$ cat config.mk
export PLATFORM = sky130hd
export DESIGN_NAME = memory_arbiter
export DESIGN_NICKNAME = d
export VERILOG_FILES = /design/src/arb_pkg.sv /design/src/mem_pkg.sv /design/src/memory_arbiter.sv
export SDC_FILE = /design/constraint.sdc
export NUM_CORES = 1
export LEC_CHECK = 0
export BUFFER_PORTS_ARGS = -buffer_cell sky130_fd_sc_hd__buf_2
export CELL_PAD_IN_SITES_DETAIL_PLACEMENT = 1
export CELL_PAD_IN_SITES_GLOBAL_PLACEMENT = 1
export CORE_AREA = 10 10 173 175
export DETAILED_ROUTE_END_ITERATION = 7
export DIE_AREA = 0 0 183 185
export MAX_ROUTING_LAYER = met4
export PLACE_DENSITY_LB_ADDON = 0.1
export SLEW_MARGIN = 15
export SYNTH_ARGS = -nofsm -noshare
export SYNTH_HDL_FRONTEND = slang
export SYNTH_SLANG_ARGS = --single-unit
$ cat constraint.sdc
create_clock -name CLK -period 8.8 [get_ports CLK]
set_input_delay 0.88 -clock CLK [delete_from_list [all_inputs] [get_ports CLK]]
set_output_delay 0.88 -clock CLK [all_outputs]
set_load 0.01 [all_outputs]
$ cat src/arb_pkg.sv
`default_nettype none

package arb_pkg;

  // one scratchpad row is two memory words
  localparam int ROW_W = 64;

  // rows fetched by one scratchpad load
  localparam int SP_ROWS = 4;
  localparam int ROW_IDX_W = 2;

  // byte step between consecutive rows
  localparam int ROW_STRIDE = 8;

  // byte offset of the upper word inside a row
  localparam int HALF_OFFSET = 4;

  // arbiter FSM states
  typedef enum logic [2:0] {
    IDLE      = 3'b000,
    SP_LOAD1  = 3'b001,
    SP_LOAD2  = 3'b010,
    SP_STORE1 = 3'b011,
    SP_STORE2 = 3'b100,
    DCACHE    = 3'b101,
    ICACHE    = 3'b110
  } arb_state_e;

endpackage

`default_nettype wire

$ cat src/mem_pkg.sv
`default_nettype none

package mem_pkg;

  // data and address width of the shared bus
  localparam int WORD_W = 32;

  // main_ram size in words
  localparam int RAM_DEPTH = 1024;

  // word index bits taken from the byte address
  localparam int RAM_AW = $clog2(RAM_DEPTH);

  // busy cycles before each access cycle
  localparam int RAM_LATENCY = 2;

  // latency counter width, counts 0 .. RAM_LATENCY
  localparam int LAT_W = $clog2(RAM_LATENCY + 1);

  // status the RAM reports back to the arbiter
  typedef enum logic [1:0] {
    FREE   = 2'b00,
    BUSY   = 2'b01,
    ACCESS = 2'b10
  } ram_state_e;

endpackage

`default_nettype wire

$ cat src/memory_arbiter.sv
`default_nettype none

module memory_arbiter (
  input  logic                           CLK,
  input  logic                           nRST,
  // data cache port
  input  logic                           d_ren,
  input  logic                           d_wen,
  input  logic [mem_pkg::WORD_W-1:0]     d_addr,
  input  logic [mem_pkg::WORD_W-1:0]     d_wdata,
  output logic                           d_wait,
  output logic [mem_pkg::WORD_W-1:0]     d_rdata,
  // instruction cache port
  input  logic                           i_ren,
  input  logic [mem_pkg::WORD_W-1:0]     i_addr,
  output logic                           i_wait,
  output logic [mem_pkg::WORD_W-1:0]     i_rdata,
  // scratchpad port
  input  logic                           sp_load,
  input  logic [mem_pkg::WORD_W-1:0]     sp_load_addr,
  input  logic                           sp_store,
  input  logic [mem_pkg::WORD_W-1:0]     sp_store_addr,
  input  logic [arb_pkg::ROW_W-1:0]      sp_store_data,
  output logic                           sp_row_valid,
  output logic [arb_pkg::ROW_IDX_W-1:0]  sp_row_idx,
  output logic [arb_pkg::ROW_W-1:0]      sp_row_data,
  output logic                           sp_store_done,
  // main memory side
  input  mem_pkg::ram_state_e            ram_state,
  input  logic [mem_pkg::WORD_W-1:0]     ram_rdata,
  output logic [mem_pkg::WORD_W-1:0]     ram_addr,
  output logic [mem_pkg::WORD_W-1:0]     ram_wdata,
  output logic                           ram_ren,
  output logic                           ram_wen
);
  import mem_pkg::*;
  import arb_pkg::*;

  arb_state_e           state;
  arb_state_e           next_state;
  logic [ROW_IDX_W-1:0] row_cnt;
  logic [ROW_IDX_W-1:0] next_row_cnt;
  logic [WORD_W-1:0]    lower_word;
  logic [WORD_W-1:0]    row_addr;
  logic                 ram_done;
  logic                 row_done;

  // the RAM finishes one word per access cycle
  assign ram_done = (ram_state == ACCESS);

  // byte address of the lower word of the current row
  assign row_addr = sp_load_addr + (WORD_W'(row_cnt) * WORD_W'(ROW_STRIDE));

  // upper word of a row arrives
  assign row_done = (state == SP_LOAD2) && sp_load && ram_done;

  always_ff @(posedge CLK, negedge nRST) begin
    if (!nRST) begin
      state        <= IDLE;
      row_cnt      <= '0;
      sp_row_valid <= 1'b0;
      sp_row_idx   <= '0;
    end
    else begin
      state        <= next_state;
      row_cnt      <= next_row_cnt;
      sp_row_valid <= row_done;
      if (row_done) begin
        sp_row_idx <= row_cnt;
      end
    end
  end

  // row assembly, lower word held until the upper one shows up
  always_ff @(posedge CLK) begin
    if ((state == SP_LOAD1) && ram_done) begin
      lower_word <= ram_rdata;
    end
    if (row_done) begin
      sp_row_data <= {ram_rdata, lower_word};
    end
  end

  // grants only change in IDLE, fixed priority
  always_comb begin
    next_state   = state;
    next_row_cnt = row_cnt;
    case (state)
      IDLE: begin
        next_row_cnt = '0;
        if (sp_load) begin
          next_state = SP_LOAD1;
        end
        else if (sp_store) begin
          next_state = SP_STORE1;
        end
        else if (d_ren || d_wen) begin
          next_state = DCACHE;
        end
        else if (i_ren) begin
          next_state = ICACHE;
        end
      end
      SP_LOAD1: begin
        if (!sp_load) begin
          next_state = IDLE;
        end
        else if (ram_done) begin
          next_state = SP_LOAD2;
        end
      end
      SP_LOAD2: begin
        if (!sp_load) begin
          next_state = IDLE;
        end
        else if (ram_done) begin
          // last row ends the load
          if (row_cnt == ROW_IDX_W'(SP_ROWS - 1)) begin
            next_state = IDLE;
          end
          else begin
            next_state   = SP_LOAD1;
            next_row_cnt = row_cnt + 1'b1;
          end
        end
      end
      SP_STORE1: begin
        if (!sp_store) begin
          next_state = IDLE;
        end
        else if (ram_done) begin
          next_state = SP_STORE2;
        end
      end
      SP_STORE2: begin
        if (!sp_store || ram_done) begin
          next_state = IDLE;
        end
      end
      DCACHE: begin
        if (!(d_ren || d_wen) || ram_done) begin
          next_state = IDLE;
        end
      end
      ICACHE: begin
        if (!i_ren || ram_done) begin
          next_state = IDLE;
        end
      end
      default: begin
        next_state = IDLE;
      end
    endcase
  end

  // steer the granted requester onto the RAM
  always_comb begin
    ram_addr  = '0;
    ram_wdata = '0;
    ram_ren   = 1'b0;
    ram_wen   = 1'b0;
    case (state)
      SP_LOAD1: begin
        ram_addr = row_addr;
        ram_ren  = 1'b1;
      end
      SP_LOAD2: begin
        ram_addr = row_addr + WORD_W'(HALF_OFFSET);
        ram_ren  = 1'b1;
      end
      SP_STORE1: begin
        ram_addr  = sp_store_addr;
        ram_wdata = sp_store_data[WORD_W-1:0];
        ram_wen   = 1'b1;
      end
      SP_STORE2: begin
        ram_addr  = sp_store_addr + WORD_W'(HALF_OFFSET);
        ram_wdata = sp_store_data[ROW_W-1:WORD_W];
        ram_wen   = 1'b1;
      end
      DCACHE: begin
        ram_addr  = d_addr;
        ram_wdata = d_wdata;
        ram_wen   = d_wen;
        // a write wins if both are raised
        ram_ren   = d_ren && !d_wen;
      end
      ICACHE: begin
        ram_addr = i_addr;
        ram_ren  = i_ren;
      end
      default: begin
      end
    endcase
  end

  // wait levels drop only in the granted access cycle
  assign d_wait = !((state == DCACHE) && ram_done);
  assign i_wait = !((state == ICACHE) && ram_done);

  assign d_rdata = ram_rdata;
  assign i_rdata = ram_rdata;

  assign sp_store_done = (state == SP_STORE2) && sp_store && ram_done;

endmodule

`default_nettype wire

==> summary.txt <==
Routing
  – Total Routed Length: 34,600 µm
  – First-pass DRT Iterations: 5
  – Average wire per cell in the routed design: 22.79 µm
  – Routed via count divided by cell count: 5.141
  – Number of remaining DRC errors: 0
  – Initial DRC Count: 577
  – Total via count after detailed routing: 7,804
  – Post-route antenna net violation count: 0

Pwr
  – Leakage power: 4.453 nW
  – Share of total power in combinational logic: 58.2%
  – Maximum ir drop on the vdd rail: 0.1044 mV
  – Switching power summed over all nets: 1.041 mW
  – Cell area power density: 228.7 nW/µm²
  – Part of the total power dissipated in sequential elements: 24.9%
  – Clk pwr share: 16.9%
  – Switching part of the total power: 44.67%
  – Total power: 2.330 mW
  – Internal Pwr Total: 1.289 mW

Place
  – Cell count after placement: 1,490
  – Final HPWL DP: 28,350 µm
  – Final weighted congestion in routability-driven placement: 0.8687
  – Worst setup timing slack at the placement stage: 3.534 ns
  – Post-DP Area: 9848 µm²
  – Input/output buffers: 464

Logic synthesis
  – Syn Std Cell Area: 7660 µm²
  – Mean instance size in the synthesized netlist: 9.708 µm²
  – Fraction of synthesized area in multiplexers: 6.795%
  – Cells after Synth: 789
  – Number of flip-flops and latches in the synthesized netlist: 104
  – Main combinational cell family by area after synthesis: compound AO/OA/AOI/OAI gates
  – Syn Nets: 1,059
  – Share of synthesized cell area in and, or, nand and nor gates: 18.26%
  – Number of synthesized flops with an enable pin: 96
  – Share of the synthesized area in compound gates (AO/OA/AOI/OAI): 19.16%
  – Most used flip-flop cell after synthesis: edfxtp_1
  – Number of different library cells in the post-synthesis netlist: 75
  – XOR/XNOR Fraction of Synth Area: 5.227%
  – Part of the Yosys area used for sequential elements: 40.25%
  – Area share of fa/ha/maj cells after synthesis: 0.9147%
  – Total number of yosys warnings: 0
  – Fraction of synthesis flops using an asynchronous set or reset pin: 7.692%

Setup path
  – Worst-case reg-to-reg path depth: 6
  – Kind of end point of the critical path: primary output
  – Start-to-end type of the worst setup path: flop to primary output
  – Worst flop-to-flop path startpoint: state[0]$_DFFE_PN0P_
  – Capture point of the worst reg-to-reg path: sp_row_idx[1]$_DFFE_PN0P_
  – Max Fanout on Critical Path: 56
  – Data arrival time of the worst path: 4.64 ns
  – Element type at the critical path start: flop
  – Flop2flop setup slack: 5.57 ns
  – WP data required: 7.92 ns
  – End point of the critical path: ram_addr[31]
  – Launching element of the worst setup path: state[2]$_DFFE_PN0P_

Die
  – Horizontal die dimension: 183 µm
  – Area inside the core boundary: 26,580 µm²
  – Die Y-Extent: 185 µm
  – DIE AREA: 33,860 µm²
  – Starting density of the core: 28.82%
  – Row cnt: 60
  – Ports: 465

GRT
  – Overflow left after global routing: 0
  – Antenna violations before repair: 12
  – GRT Overall Usage: 19.47%
  – Wire length of the first global-routing pass: 50,130 µm
  – Vias in the first global route: 8,342
  – Largest net degree at the start of global routing: 70

Layout
  – Post-layout instance count excluding filler cells: 1,518
  – Post-layout utilization of the core: 38.32%
  – Most frequent standard cell in the layout excluding fill and tap cells: buf_2
  – Area growth from synthesis to layout: 32.96%
  – Final nets: 1,430
  – Post-route cell area: 10,180 µm²
  – Area taken by flip-flops and latches: 3085 µm²
  – Most used cells in the layout excluding fill and tap cells: buf_2, edfxtp_1, nand2_1
  – Layout cells sized above 1: 45.41%
  – Number of filler cells placed in the layout: 3,201
  – Footprint of the multi-input gates: 3894 µm²

Worst hold path
  – Worst hold-check path type: primary input to asynchronous set/reset pin

CTS
  – CTS H-tree depth: 3
  – Insertion delay of the later-clocked pin in the worst-skew pair: 0.34 ns
  – Clock tree buffer depth: 2
  – CTS Buf Count: 9
  – TritonCTS clock tree: built
  – Post-CTS Resized: 0
  – Clock transition at the registers of the reported paths: 0.07 ns
  – Count of buffers added by post-CTS timing repair for setup: 0
  – Count of hold buffers inserted by post-cts repair: 0
  – TritonCTS Sinks: 104
  – Buffer cell driving the clock tree root: clkbuf_16

Timing
  – Post-layout minimum cycle time: 5.523 ns
  – Final setup violation count: 0
  – RSZ-0062 raised after global routing: no
  – Worst Skew: 0.007388 ns
  – Final setup TNS: 0 ns
  – Headroom to the max-slew limit: 37.23%
  – Final worst hold slack: 0.3713 ns
  – Worst Slack Setup Final: 3.277 ns
  – Number of max-slew violations in the final report: 0
  – Max Clock Freq: 181.1 MHz
  – Tightest Pin Transition: 0.9393 ns
  – Period utilization: 62.76%
  – Final hold vios: 0

Flow run
  – Max-capacitance violation count: 0

Status
  – Outcome: finished, final reports clean
==> synthesized netlist by cell type, types with 8 or more instances <==
master	count	area share, %
and3_1	8	0.65
buf_4	66	6.5
nand3_1	30	2.0
nand4_1	20	1.6
o21ai_0	54	3.5
inv_1	8	0.39
xnor2_1	22	2.5
xor2_1	20	2.3
o221ai_1	9	1.0
buf_1	11	0.54
dfrtp_1	8	2.6
a222oi_1	20	2.6
nand2_1	86	4.2
edfxtp_1	96	38
nor2_1	43	2.1
mux2i_1	43	5.6
mux2_2	8	1.2
a21oi_1	17	1.1
nor3_1	10	0.65
nor2b_1	9	0.74
a22o_1	30	3.4
clkbuf_1	34	1.7
==> layout make-up <==
class                   count  share of cell area (%)
clock buffers               9                   2.211
diodes                     12                  0.2948
multi-input cells         561                   38.23
repair buffers            476                   23.69
clock inverters             7                  0.7985
well taps                 341                   4.189
inverters                   8                  0.2948
flip-flops and latches    104                   30.29
==> worst min-delay path by stage <==
stage	from	to	slack (ns)	cells after the start
6_report	nRST	sp_row_valid$_DFF_PN0_	0.37	1
5_1_grt	nRST	sp_row_valid$_DFF_PN0_	0.38	1
4_1_cts	nRST	sp_row_valid$_DFF_PN0_	0.37	1
3_5_place_dp	lower_word[7]$_DFFE_PP_	sp_row_data[7]$_DFFE_PP_	0.41	0
3_3_place_gp	lower_word[6]$_DFFE_PP_	sp_row_data[6]$_DFFE_PP_	0.40	0
2_1_floorplan	lower_word[0]$_DFFE_PP_	sp_row_data[0]$_DFFE_PP_	0.40	0
==> power groups by stage <==
stage                     logic, mW  clock network [mW]  registers, mW
final                          1.36               0.393          0.580
after global routing           1.49               0.426          0.583
after CTS                      1.38               0.408          0.580
after detailed placement       1.38                   0          0.591
after global placement         1.38                   0          0.590
after floorplan               0.835                   0          0.598
==> registers in the layout, indices dropped and copies added (netlist names) <==
signal and count:
state 3, sp_row_idx 2, sp_row_valid 1, sp_row_data 64
lower_word 32, row_cnt 2
==> cells by family (layout without fill, tap and decap cells) <==
group,Yosys count,in the layout
other,0,12
AO/OA/AOI/OAI,197,197
multiplexers,51,51
adder cells (fa/ha/maj),5,5
flip-flops,104,104
buffers and inverters,124,500
XOR/XNOR,44,44
AND/OR/NAND/NOR,264,264
==> worst max-delay path, cell delays in order, from the launching register on <==
cell and delay (ns):
dfrtp_2 0.34, buf_4 0.52, or3b_2 0.75, buf_4 0.35, and2_1 0.21, mux2i_1 0.28
nand4_2 0.21, or3_4 0.46, and4bb_1 0.57, a2bb2oi_1 0.24, and3_1 0.18, buf_2 0.13
==> layer usage <==
| metal | part of all wire [%] | routed length [µm] | track usage, % |
|---|---|---|---|
| met5 | 0 | 0 | - |
| met4 | 1.9 | 656 | 6.098 |
| met3 | 8.5 | 2925 | 5.780 |
| met2 | 50 | 17350 | 33.11 |
| met1 | 40 | 13670 | 21.58 |
Power figures use the tool's default switching activity.
