==> config.mk <==
export PLATFORM = sky130hd
export DESIGN_NAME = scratchpad_buffer
export DESIGN_NICKNAME = d
export VERILOG_FILES = /design/src/arb_pkg.sv /design/src/scratchpad_buffer.sv
export SDC_FILE = /design/constraint.sdc
export NUM_CORES = 1
export LEC_CHECK = 0
export BUFFER_PORTS_ARGS = -buffer_cell sky130_fd_sc_hd__buf_2
export CAP_MARGIN = 5
export CORE_MARGIN = 5
export CORE_UTILIZATION = 45
export DETAILED_ROUTE_END_ITERATION = 6
export MAX_ROUTING_LAYER = met4
export PLACE_DENSITY = 0.71
export SKIP_CTS_REPAIR_TIMING = 1
export SYNTH_ARGS = -nofsm -noshare
export SYNTH_HDL_FRONTEND = slang
export SYNTH_SLANG_ARGS = --single-unit
==> constraint.sdc <==
create_clock -name CLK -period 1 [get_ports CLK]
set_input_delay 0.05 -clock CLK [delete_from_list [all_inputs] [get_ports CLK]]
set_output_delay 0.05 -clock CLK [all_outputs]
set_load 0.01 [all_outputs]
==> src/arb_pkg.sv <==
`default_nettype none

package arb_pkg;

  // one scratchpad row is two memory words
  localparam int ROW_W = 64;

  // rows fetched by one scratchpad load
  localparam int SP_ROWS = 4;
  localparam int ROW_IDX_W = 2;

  // byte step between consecutive rows
  localparam int ROW_STRIDE = 8;

  // byte offset of the upper word inside a row
  localparam int HALF_OFFSET = 4;

  // arbiter FSM states
  typedef enum logic [2:0] {
    IDLE      = 3'b000,
    SP_LOAD1  = 3'b001,
    SP_LOAD2  = 3'b010,
    SP_STORE1 = 3'b011,
    SP_STORE2 = 3'b100,
    DCACHE    = 3'b101,
    ICACHE    = 3'b110
  } arb_state_e;

endpackage

`default_nettype wire

==> src/scratchpad_buffer.sv <==
`default_nettype none

module scratchpad_buffer (
  input  logic                          CLK,
  input  logic                          nRST,
  // row stream from the arbiter
  input  logic                          row_valid,
  input  logic [arb_pkg::ROW_IDX_W-1:0] row_idx,
  input  logic [arb_pkg::ROW_W-1:0]     row_data,
  // read back port
  input  logic [arb_pkg::ROW_IDX_W-1:0] rd_idx,
  output logic [arb_pkg::ROW_W-1:0]     rd_row
);
  import arb_pkg::*;

  logic [ROW_W-1:0] rows [SP_ROWS];

  // each pulse overwrites one row slot
  always_ff @(posedge CLK, negedge nRST) begin
    if (!nRST) begin
      for (int r = 0; r < SP_ROWS; r++) begin
        rows[r] <= '0;
      end
    end
    else if (row_valid) begin
      rows[row_idx] <= row_data;
    end
  end

  // combinational read
  assign rd_row = rows[rd_idx];

endmodule

`default_nettype wire

==> results of run 1 <==
-- power by group --
group / switching (W) / internal (W) / total [W]
Sequential: 0.000987 / 0.0123 / 0.0133
Clock: 0.00386 / 0.00548 / 0.00933
Combinational: 0.00231 / 0.00410 / 0.00642
Total: 0.00716 / 0.0219 / 0.0291
-- synth_stat cells, drive strengths merged --
library cell	n
buf	34
clkbuf	7
mux4	64
nand3b	2
mux2	256
nor3b	1
dfrtp	256
nand3	1
-- per-stage QoR --
step / power [W] / setup WS (ns) / instance area, µm² / util (%) / hold slack [ns]
floorplan: 0.0166 / -0.0283 / 11200 / - / -0.246
global placement: 0.0183 / -0.245 / 12400 / 51.0 / -0.0785
detailed placement: 0.0188 / -0.289 / 12400 / 51.0 / -0.0746
finish: 0.0291 / -0.625 / 14400 / 59.2 / -0.0426
global route: 0.0305 / -0.687 / 14400 / 59.2 / -0.0341
CTS: 0.0283 / -0.672 / 13300 / 54.4 / -0.655
-- worst max path at each step --
| stage | end | slack, ns | startpoint |
|---|---|---|---|
| after floorplan | rd_row[0] | -0.03 | rd_idx[0] |
| after global placement | rows[225]$_DFFE_PN0P_ | -0.25 | row_idx[0] |
| after detailed placement | rows[217]$_DFFE_PN0P_ | -0.29 | row_idx[0] |
| after CTS | rd_row[13] | -0.67 | rows[13]$_DFFE_PN0P_ |
| after global routing | rd_row[13] | -0.69 | rows[13]$_DFFE_PN0P_ |
| final | rd_row[13] | -0.62 | rows[13]$_DFFE_PN0P_ |
-- logic make-up (layout without fill, tap and decap cells) --
logic type / Yosys count / count (layout) / synth area share [%]
muxes: 320 / 320 / 38.7
DFF: 256 / 256 / 57.4
buffers and inverters: 41 / 307 / 3.53
and+or+nand+nor: 4 / 4 / 0.336
-- per-layer routing --
layer	up-vias	part of all wire [%]
met5	-	0
met4	0	2.2
met3	37	3.2
met2	120	55
met1	3480	40
li1	2832	-
-- critical path: cells and delay by family (launching register included) --
family | cells | cell delay (ns)
buf+inv | 1 | 0.15
flops | 1 | 0.38
mux | 1 | 0.52
-- area by class of cell --
| cell class | count | share of cell area, % |
|---|---|---|
| tap | 324 | 2.81 |
| clock buffer | 41 | 5.53 |
| multi-input combinational | 324 | 30.3 |
| clock inverter | 4 | 0.260 |
| sequential | 256 | 44.4 |
| timing repair buffer | 262 | 16.8 |
==> run summary, run 1 <==
### Placed design
* **DP Cell Count** 1077
* **estimated wirelength of the detail-placed design** 16700 µm
* **final weighted congestion in routability-driven placement** 0.724
* **buffers added on ports** 134

### Worst setup path
* **CP max FO** 2
* **worst reg2reg endpoint** rows[74]$_DFFE_PN0P_
* **origin of the critical flop-to-flop path** rows[74]$_DFFE_PN0P_
* **critical-path cell list** mux4_2 -> buf_6
* **critical-path cell with the highest stage delay** sky130_fd_sc_hd__mux4_2
* **element type at the critical path end** output pin
* **kind of start point of the critical path** flip-flop
* **required time of the critical path** 0.95 ns
* **largest incremental delay on the critical path** 0.52 ns
* **Worst R2R Setup Slack** 0.09 ns
* **R2R cell count** 2
* **WP data arrival** 1.57 ns
* **kind of critical path** reg -> out

### Synth
* **Seq cells post-synth** 256
* **mapped cell area** 11200 µm²
* **area share of the largest cell type after synthesis** 57.4%
* **biggest area consumer among synthesized cells** sky130_fd_sc_hd__dfrtp_1
* **synthesized netlist cell count** 621
* **average footprint of a synthesized cell** 18.0 µm²
* **top cells by area, synth** sky130_fd_sc_hd__dfrtp_1 57%, sky130_fd_sc_hd__mux2_2 25%, sky130_fd_sc_hd__mux4_2 13%
* **Synthesis Warnings** 0
* **register area share after synthesis** 57.4%
* **synthesized net count** 692
* **count of different cell masters after synthesis** 12

### GRT
* **global routing usage summed across all routing layers** 18.0%
* **first-pass GRT wire length** 39800 µm
* **largest net degree at the start of global routing** 57
* **met3 demand-to-capacity share in global routing** 3.39%
* **initial antenna violation count** 0
* **highest-utilization routing layer at the global route stage** met2
* **final global-route overflow total** 0
* **via count of the first global-routing pass** 7280
* **met2 Use GR** 32.2%
* **Global Route met1 Usage** 21.2%

### Final layout
* **fillers** 1833
* **fraction of final layout cells sized beyond drive strength 1** 62.2%
* **post-route non-filler standard cell count** 1211
* **nets** 942
* **register ranked first by flip-flop count** rows
* **multi-input gate area in the final layout** 4380 µm²
* **commonest non-fill, non-tap cells in the layout** 256 x sky130_fd_sc_hd__dfrtp_1, 251 x sky130_fd_sc_hd__mux2_2, 78 x sky130_fd_sc_hd__buf_2
* **flip-flop count of the largest register after layout** 256
* **layout-stage area growth over the synthesis result** 29.4%
* **largest registers in the final layout** rows (256)
* **most frequent standard cell in the layout excluding fill and tap cells** sky130_fd_sc_hd__dfrtp_1
* **footprint of the flip-flops and latches** 6410 µm²
* **Antenna Cells** 0

### Floorplanning
* **number of placement rows** 57
* **Initial Utilization** 45.8%
* **I/O pins** 135
* **die area** 28100 µm²
* **Die Span Y** 167 µm
* **Std-Cell Core Area** 24400 µm²
* **Die X-Extent** 167 µm

### Route
* **Initial DRT Pass Iterations** 4
* **final wirelength** 24800 µm
* **DRC violations left** 0
* **via density per instance** 5.34
* **vias post-DR** 6469
* **starting DRC count in detailed routing** 273
* **Avg WL per Cell** 20.5 µm
* **remaining antenna violation count** 0

### Clock network
* **insertion delay to the later sink of the worst-skew pair** 0.53 ns
* **Clock Pin Slew Worst Setup and Hold Paths** 0.06 ns
* **root buf cell** sky130_fd_sc_hd__clkbuf_16
* **TritonCTS buffer count** 27
* **level count of the clock H-tree** 1
* **Sink Count** 256
* **Max Root-Sink Buffers** 3
* **TritonCTS clock tree** done

### Timing
* **unrepaired setup endpoints after global routing** true
* **Slew @ Worst Pin** 0.305 ns
* **worst setup skew after layout** 0 ns
* **final setup vio count** 64
* **count of pins over their slew limit** 0
* **clock period minus final worst setup slack** 1.62 ns
* **relative slew slack** 79.7%
* **Hold Worst Slack** -0.0426 ns
* **final count of hold timing violations** 21
* **final critical-path share of the clock period** 162%
* **post-route setup TNS** -37.33 ns
* **least setup slack across all paths after layout** -0.625 ns
* **fmax** 616 MHz

### Power
* **Static Leakage** 6.26 nW
* **maximum VDD drop** 0.00148 V
* **power density over the cells** 2010 nW/µm²

### Status
* **result of the run** finished, violations left
* **violated checks** hold timing, setup timing

### Run
* **maxcap violations** 0

### Min path
* **type of the most critical hold path** in -> async

No activity file was read; power rests on OpenSTA's default activity.
==> inputs of run 2 (changes only) <==
--- a/config.mk
+++ b/config.mk
@@ -10,7 +10,6 @@
 export CORE_MARGIN = 5
 export CORE_UTILIZATION = 45
 export DETAILED_ROUTE_END_ITERATION = 6
-export MAX_ROUTING_LAYER = met4
 export PLACE_DENSITY = 0.71
 export SKIP_CTS_REPAIR_TIMING = 1
 export SYNTH_ARGS = -nofsm -noshare
==> run 2 against run 1 <==
The run still ends with hold timing, setup timing left. Sequential share of layout area is the same. First-iteration DRC count down 6.2%. Cell area is the same. Utilization unchanged. Die area did not move. Critical path depth did not move. Global-route usage shrank 0.52 points. Sequential cell count did not move. Clock skew unchanged.
==> run summary, run 2 (synthesized netlist as in run 1, its figures left out) <==
### Status
* **result of the run** finished, violations left
* **violated checks** hold timing, setup timing

### Timing
* **clock period minus final worst setup slack** 1.62 ns, -0.00394 ns
* **final count of hold timing violations** 21, unchanged
* **post-route setup TNS** -37.24 ns, +0.0893 ns
* **unrepaired setup endpoints after global routing** true
* **fmax** 617 MHz, +0.24%
* **worst setup skew after layout** 0 ns, unchanged
* **Hold Worst Slack** -0.0425 ns, +0.000136 ns
* **relative slew slack** 79.5%, -0.20 points
* **least setup slack across all paths after layout** -0.621 ns, +0.00394 ns
* **Slew @ Worst Pin** 0.308 ns, +0.00302 ns
* **final critical-path share of the clock period** 162%, -0.39 points
* **final setup vio count** 64, unchanged
* **count of pins over their slew limit** 0, unchanged

### Final layout
* **Post-Route Utilization** 59.2%, unchanged
* **most frequent standard cell in the layout excluding fill and tap cells** sky130_fd_sc_hd__dfrtp_1
* **flip-flop count of the largest register after layout** 256, unchanged
* **Antenna Cells** 0, unchanged
* **register ranked first by flip-flop count** rows
* **layout-stage area growth over the synthesis result** 29.4%, unchanged
* **nets** 942, unchanged
* **largest registers in the final layout** rows (256)
* **fraction of final layout cells sized beyond drive strength 1** 62.2%, unchanged
* **commonest non-fill, non-tap cells in the layout** 256 x sky130_fd_sc_hd__dfrtp_1, 251 x sky130_fd_sc_hd__mux2_2, 78 x sky130_fd_sc_hd__buf_2

### Route
* **final wirelength** 24800 µm, about the same
* **via density per instance** 5.33, -0.19%
* **starting DRC count in detailed routing** 256, -6.2%
* **DRC violations left** 0, unchanged
* **vias post-DR** 6457, -0.19%
* **Avg WL per Cell** 20.4 µm, about the same
* **Initial DRT Pass Iterations** 4, unchanged
* **remaining antenna violation count** 0, unchanged

### Worst setup path
* **kind of start point of the critical path** flip-flop
* **worst reg2reg endpoint** rows[204]$_DFFE_PN0P_
* **CP max FO** 2, unchanged
* **element type at the critical path end** output pin
* **kind of critical path** reg -> out
* **R2R cell count** 2, unchanged
* **required time of the critical path** 0.95 ns, about the same
* **origin of the critical flop-to-flop path** rows[204]$_DFFE_PN0P_
* **Worst R2R Setup Slack** 0.10 ns, about the same
* **WP data arrival** 1.57 ns, about the same

### GRT
* **final global-route overflow total** 0, unchanged
* **initial antenna violation count** 0, unchanged
* **largest net degree at the start of global routing** 57, unchanged
* **via count of the first global-routing pass** 7265, -0.21%
* **first-pass GRT wire length** 39800 µm, about the same
* **global routing usage summed across all routing layers** 17.5%, -0.52 points

### Floorplanning
* **I/O pins** 135, unchanged
* **number of placement rows** 57, unchanged
* **Die X-Extent** 167 µm, unchanged
* **Die Span Y** 167 µm, unchanged
* **Std-Cell Core Area** 24400 µm², unchanged
* **Initial Utilization** 45.8%, unchanged
* **die area** 28100 µm², unchanged

### Clock network
* **TritonCTS buffer count** 27, unchanged
* **Clock Pin Slew Worst Setup and Hold Paths** 0.06 ns, about the same
* **insertion delay to the later sink of the worst-skew pair** 0.53 ns, about the same
* **Max Root-Sink Buffers** 3, unchanged
* **level count of the clock H-tree** 1, unchanged
* **root buf cell** sky130_fd_sc_hd__clkbuf_16
* **Sink Count** 256, unchanged
* **TritonCTS clock tree** done

### Power
* **maximum VDD drop** 0.00147 V, -0.62%
* **Static Leakage** 6.26 nW, unchanged
* **power density over the cells** 2010 nW/µm², about the same

### Run
* **maxcap violations** 0, unchanged

### Min path
* **type of the most critical hold path** in -> async

### Placed design
* **buffers added on ports** 134, unchanged
* **worst slack at placement** -0.289 ns, unchanged
* **estimated wirelength of the detail-placed design** 16700 µm, unchanged
* **final weighted congestion in routability-driven placement** 0.714, -1.5%

## run 2: cell counts in the layout (fill, tap and decap cells not counted)
No cell type changed its count.
## run 2: per-stage QoR
step	area (µm²)	power (W)	cells
2_1_floorplan	11200	0.0166	621
4_1_cts	13300	0.0283	1122
3_3_place_gp	12400	0.0183	1077
6_report	14400	0.0290	1211
3_5_place_dp	12400	0.0188	1077
5_1_grt	14400	0.0305	1211
## run 2: worst max-delay path, cell delays in order (launching register included)
cell and delay (ns):
sky130_fd_sc_hd__dfrtp_1 0.37, sky130_fd_sc_hd__mux4_2 0.52, sky130_fd_sc_hd__buf_6 0.15
## run 2: layer usage
metal  global-route usage (%)  wire (µm)
met4                     4.27        513
met2                     32.1      13700
met3                     3.77        919
met5                        0          0
met1                     21.0       9670
## run 2: area by class of cell
type	instances	area, µm²
fillers	1834	9950
flip-flops and latches	256	6410
multi-input cells	324	4380
repair buffers	262	2420
clock buffers	41	798
well taps	324	405
clock inverters	4	37.5
## run 2: worst max-delay path by stage
stage	slack (ns)	cells past startpoint	to	startpoint
CTS	-0.67	2	rd_row[13]	rows[13]$_DFFE_PN0P_
floorplan	-0.03	3	rd_row[0]	rd_idx[0]
detailed placement	-0.29	5	rows[217]$_DFFE_PN0P_	row_idx[0]
global route	-0.69	2	rd_row[13]	rows[13]$_DFFE_PN0P_
finish	-0.62	2	rd_row[13]	rows[13]$_DFFE_PN0P_
global placement	-0.25	5	rows[225]$_DFFE_PN0P_	row_idx[0]
## run 2: where the power goes
group | internal [W] | switching, W
Clock | 0.00547 | 0.00384
Combinational | 0.00411 | 0.00231
Sequential | 0.0123 | 0.000987
Total | 0.0219 | 0.00713
==> inputs of run 3 (changes only) <==
--- a/config.mk
+++ b/config.mk
@@ -11,6 +11,7 @@
 export CORE_UTILIZATION = 45
 export DETAILED_ROUTE_END_ITERATION = 6
 export PLACE_DENSITY = 0.71
+export RECOVER_POWER = 50
 export SKIP_CTS_REPAIR_TIMING = 1
 export SYNTH_ARGS = -nofsm -noshare
 export SYNTH_HDL_FRONTEND = slang
==> constraint.sdc (replaced) <==
create_clock -name CLK -period 2 [get_ports CLK]
set_input_delay 0.1 -clock CLK [delete_from_list [all_inputs] [get_ports CLK]]
set_output_delay 0.1 -clock CLK [all_outputs]
set_load 0.01 [all_outputs]
==> run 3 against run 2 <==
Cell area fell by 6.0%. Combinational power fell by 59%. Total power fell by 52%. Sequential cell count did not move. Wire length fell by 4.4%. Non-clock buffer count fell by 46. Sequential share of layout area rose by 2.8 points. The run ends with capacitance limit, slew limit left. Global-route usage fell by 0.67 points.
==> run summary, run 3 (synthesized netlist as in run 1, its figures left out) <==
### Floorplanning
* **die area** 28100 µm², unchanged
* **Std-Cell Core Area** 24400 µm², unchanged
* **I/O pins** 135, unchanged
* **Die Span Y** 167 µm, unchanged
* **Initial Utilization** 45.8%, unchanged
* **number of placement rows** 57, unchanged
* **Die X-Extent** 167 µm, unchanged

### Clock network
* **insertion delay to the later sink of the worst-skew pair** 0.52 ns, about the same
* **TritonCTS buffer count** 28, +3.7%
* **Sink Count** 256, unchanged
* **root buf cell** sky130_fd_sc_hd__clkbuf_16
* **Clock Pin Slew Worst Setup and Hold Paths** 0.06 ns, about the same
* **TritonCTS clock tree** done
* **Max Root-Sink Buffers** 3, unchanged
* **level count of the clock H-tree** 1, unchanged

### Final layout
* **Final Instance Area** 13600 µm², -6.0%
* **nets** 897, -4.8%
* **commonest non-fill, non-tap cells in the layout** 256 x sky130_fd_sc_hd__dfrtp_1, 251 x sky130_fd_sc_hd__mux2_2, 132 x sky130_fd_sc_hd__buf_2
* **Antenna Cells** 0, unchanged
* **flip-flop count of the largest register after layout** 256, unchanged
* **multi-input gate area in the final layout** 4380 µm², unchanged
* **fillers** 1952, +6.4%
* **register ranked first by flip-flop count** rows
* **layout-stage area growth over the synthesis result** 21.6%
* **fraction of final layout cells sized beyond drive strength 1** 59.9%, -2.3 points
* **footprint of the flip-flops and latches** 6410 µm², unchanged
* **largest registers in the final layout** rows (256)
* **most frequent standard cell in the layout excluding fill and tap cells** sky130_fd_sc_hd__dfrtp_1

### Timing
* **final critical-path share of the clock period** 84.7%
* **final setup vio count** 0, -100%
* **worst setup skew after layout** 0 ns, unchanged
* **final count of hold timing violations** 0, -100%
* **unrepaired setup endpoints after global routing** false
* **clock period minus final worst setup slack** 1.69 ns
* **post-route setup TNS** 0 ns, +37.24 ns
* **relative slew slack** -4.73%, -84 points
* **count of pins over their slew limit** 54, +54
* **Slew @ Worst Pin** 1.57 ns, +1.26 ns
* **fmax** 591 MHz

### Worst setup path
* **required time of the critical path** 2.39 ns, +1.44 ns
* **worst reg2reg endpoint** rows[253]$_DFFE_PN0P_
* **critical-path cell list** clkbuf_1 -> nand3b_1 -> buf_2 -> mux2_2
* **critical-path cell with the highest stage delay** sky130_fd_sc_hd__buf_2
* **kind of start point of the critical path** primary input
* **Worst setup startpoint** row_idx[1]
* **count of buffer and inverter cells on the critical path** 2, +1
* **element type at the critical path end** flip-flop
* **crit-path leading delay family** buffers and inverters
* **R2R cell count** 1, -1
* **kind of critical path** in -> reg
* **CP Depth** 4, +2
* **largest incremental delay on the critical path** 1.13 ns, +0.61 ns
* **origin of the critical flop-to-flop path** rows[253]$_DFFE_PN0P_
* **critical path capture point** rows[122]$_DFFE_PN0P_
* **WP data arrival** 2.09 ns, +0.52 ns
* **CP max FO** 53, +51
* **Worst R2R Setup Slack** 1.21 ns, +1.11 ns

### Route
* **Avg WL per Cell** 20.2 µm, -1.0%
* **starting DRC count in detailed routing** 316, +23%
* **via density per instance** 5.33, about the same
* **DRC violations left** 0, unchanged
* **Initial DRT Pass Iterations** 4, unchanged
* **remaining antenna violation count** 0, unchanged
* **final wirelength** 23700 µm, -4.4%
* **vias post-DR** 6237, -3.4%

### Status
* **violated checks** capacitance limit, slew limit
* **result of the run** finished, violations left

### Min path
* **type of the most critical hold path** in -> async

### GRT
* **global routing usage summed across all routing layers** 16.8%, -0.67 points
* **largest net degree at the start of global routing** 65, +14%
* **first-pass GRT wire length** 38300 µm, -3.8%
* **final global-route overflow total** 0, unchanged
* **initial antenna violation count** 0, unchanged
* **via count of the first global-routing pass** 7117, -2.0%

### Placed design
* **final weighted congestion in routability-driven placement** 0.716, +0.38%
* **cell area after placement** 12100 µm², -2.4%
* **estimated wirelength of the detail-placed design** 14900 µm, -11%
* **buffers added on ports** 134, unchanged

### Power
* **total power consumption of the routed design** 0.0140 W, -52%
* **Static Leakage** 5.86 nW, -6.3%
* **power density over the cells** 1030 nW/µm², -49%
* **maximum VDD drop** 0.000572 V, -61%

### Run
* **maxcap violations** 1, +1

-- run 3: layout make-up --
type,count,area share [%]
Clock buffer,41,5.82
Clock inverter,9,0.534
Multi-Input combinational cell,324,32.2
Sequential cell,256,47.2
Tap cell,324,2.99
Timing Repair Buffer,216,11.3
-- run 3: metrics by stage --
step | hold WS [ns] | setup WS, ns | utilization [%] | instances
global placement | 0.0669 | 0.530 | 49.8 | 1055
global route | 0.166 | 0.234 | 55.7 | 1170
floorplan | -0.196 | 0.872 | - | 621
detailed placement | 0.0785 | 0.530 | 49.8 | 1055
finish | 0.118 | 0.307 | 55.7 | 1170
CTS | -0.483 | 0.309 | 53.3 | 1105
-- run 3: worst min-delay path by stage --
stage	startpoint	end	cells after the start
2_1_floorplan	nRST	rows[0]$_DFFE_PN0P_	0
3_3_place_gp	nRST	rows[248]$_DFFE_PN0P_	1
3_5_place_dp	nRST	rows[248]$_DFFE_PN0P_	1
4_1_cts	nRST	rows[56]$_DFFE_PN0P_	1
5_1_grt	nRST	rows[56]$_DFFE_PN0P_	2
6_report	nRST	rows[56]$_DFFE_PN0P_	2
-- run 3: layer usage --
metal  wire length (µm)  vias to the layer above  GRT usage (%)  share of wire [%]
li1                   -                     2755              -                  -
met1               9340                     3317           20.2                 39
met2              12700                      120           30.6                 54
met3               1020                       45           3.18                4.3
met4                610                        0           5.47                2.6
met5                  0                        -              0                  0
-- run 3: report_power, final --
part,internal (W),total [W],switching (W),leakage [nW]
Clock,0.00285,0.00477,0.00192,0.425
Sequential,0.00617,0.00665,0.000487,3.03
Combinational,0.00159,0.00262,0.00103,2.41
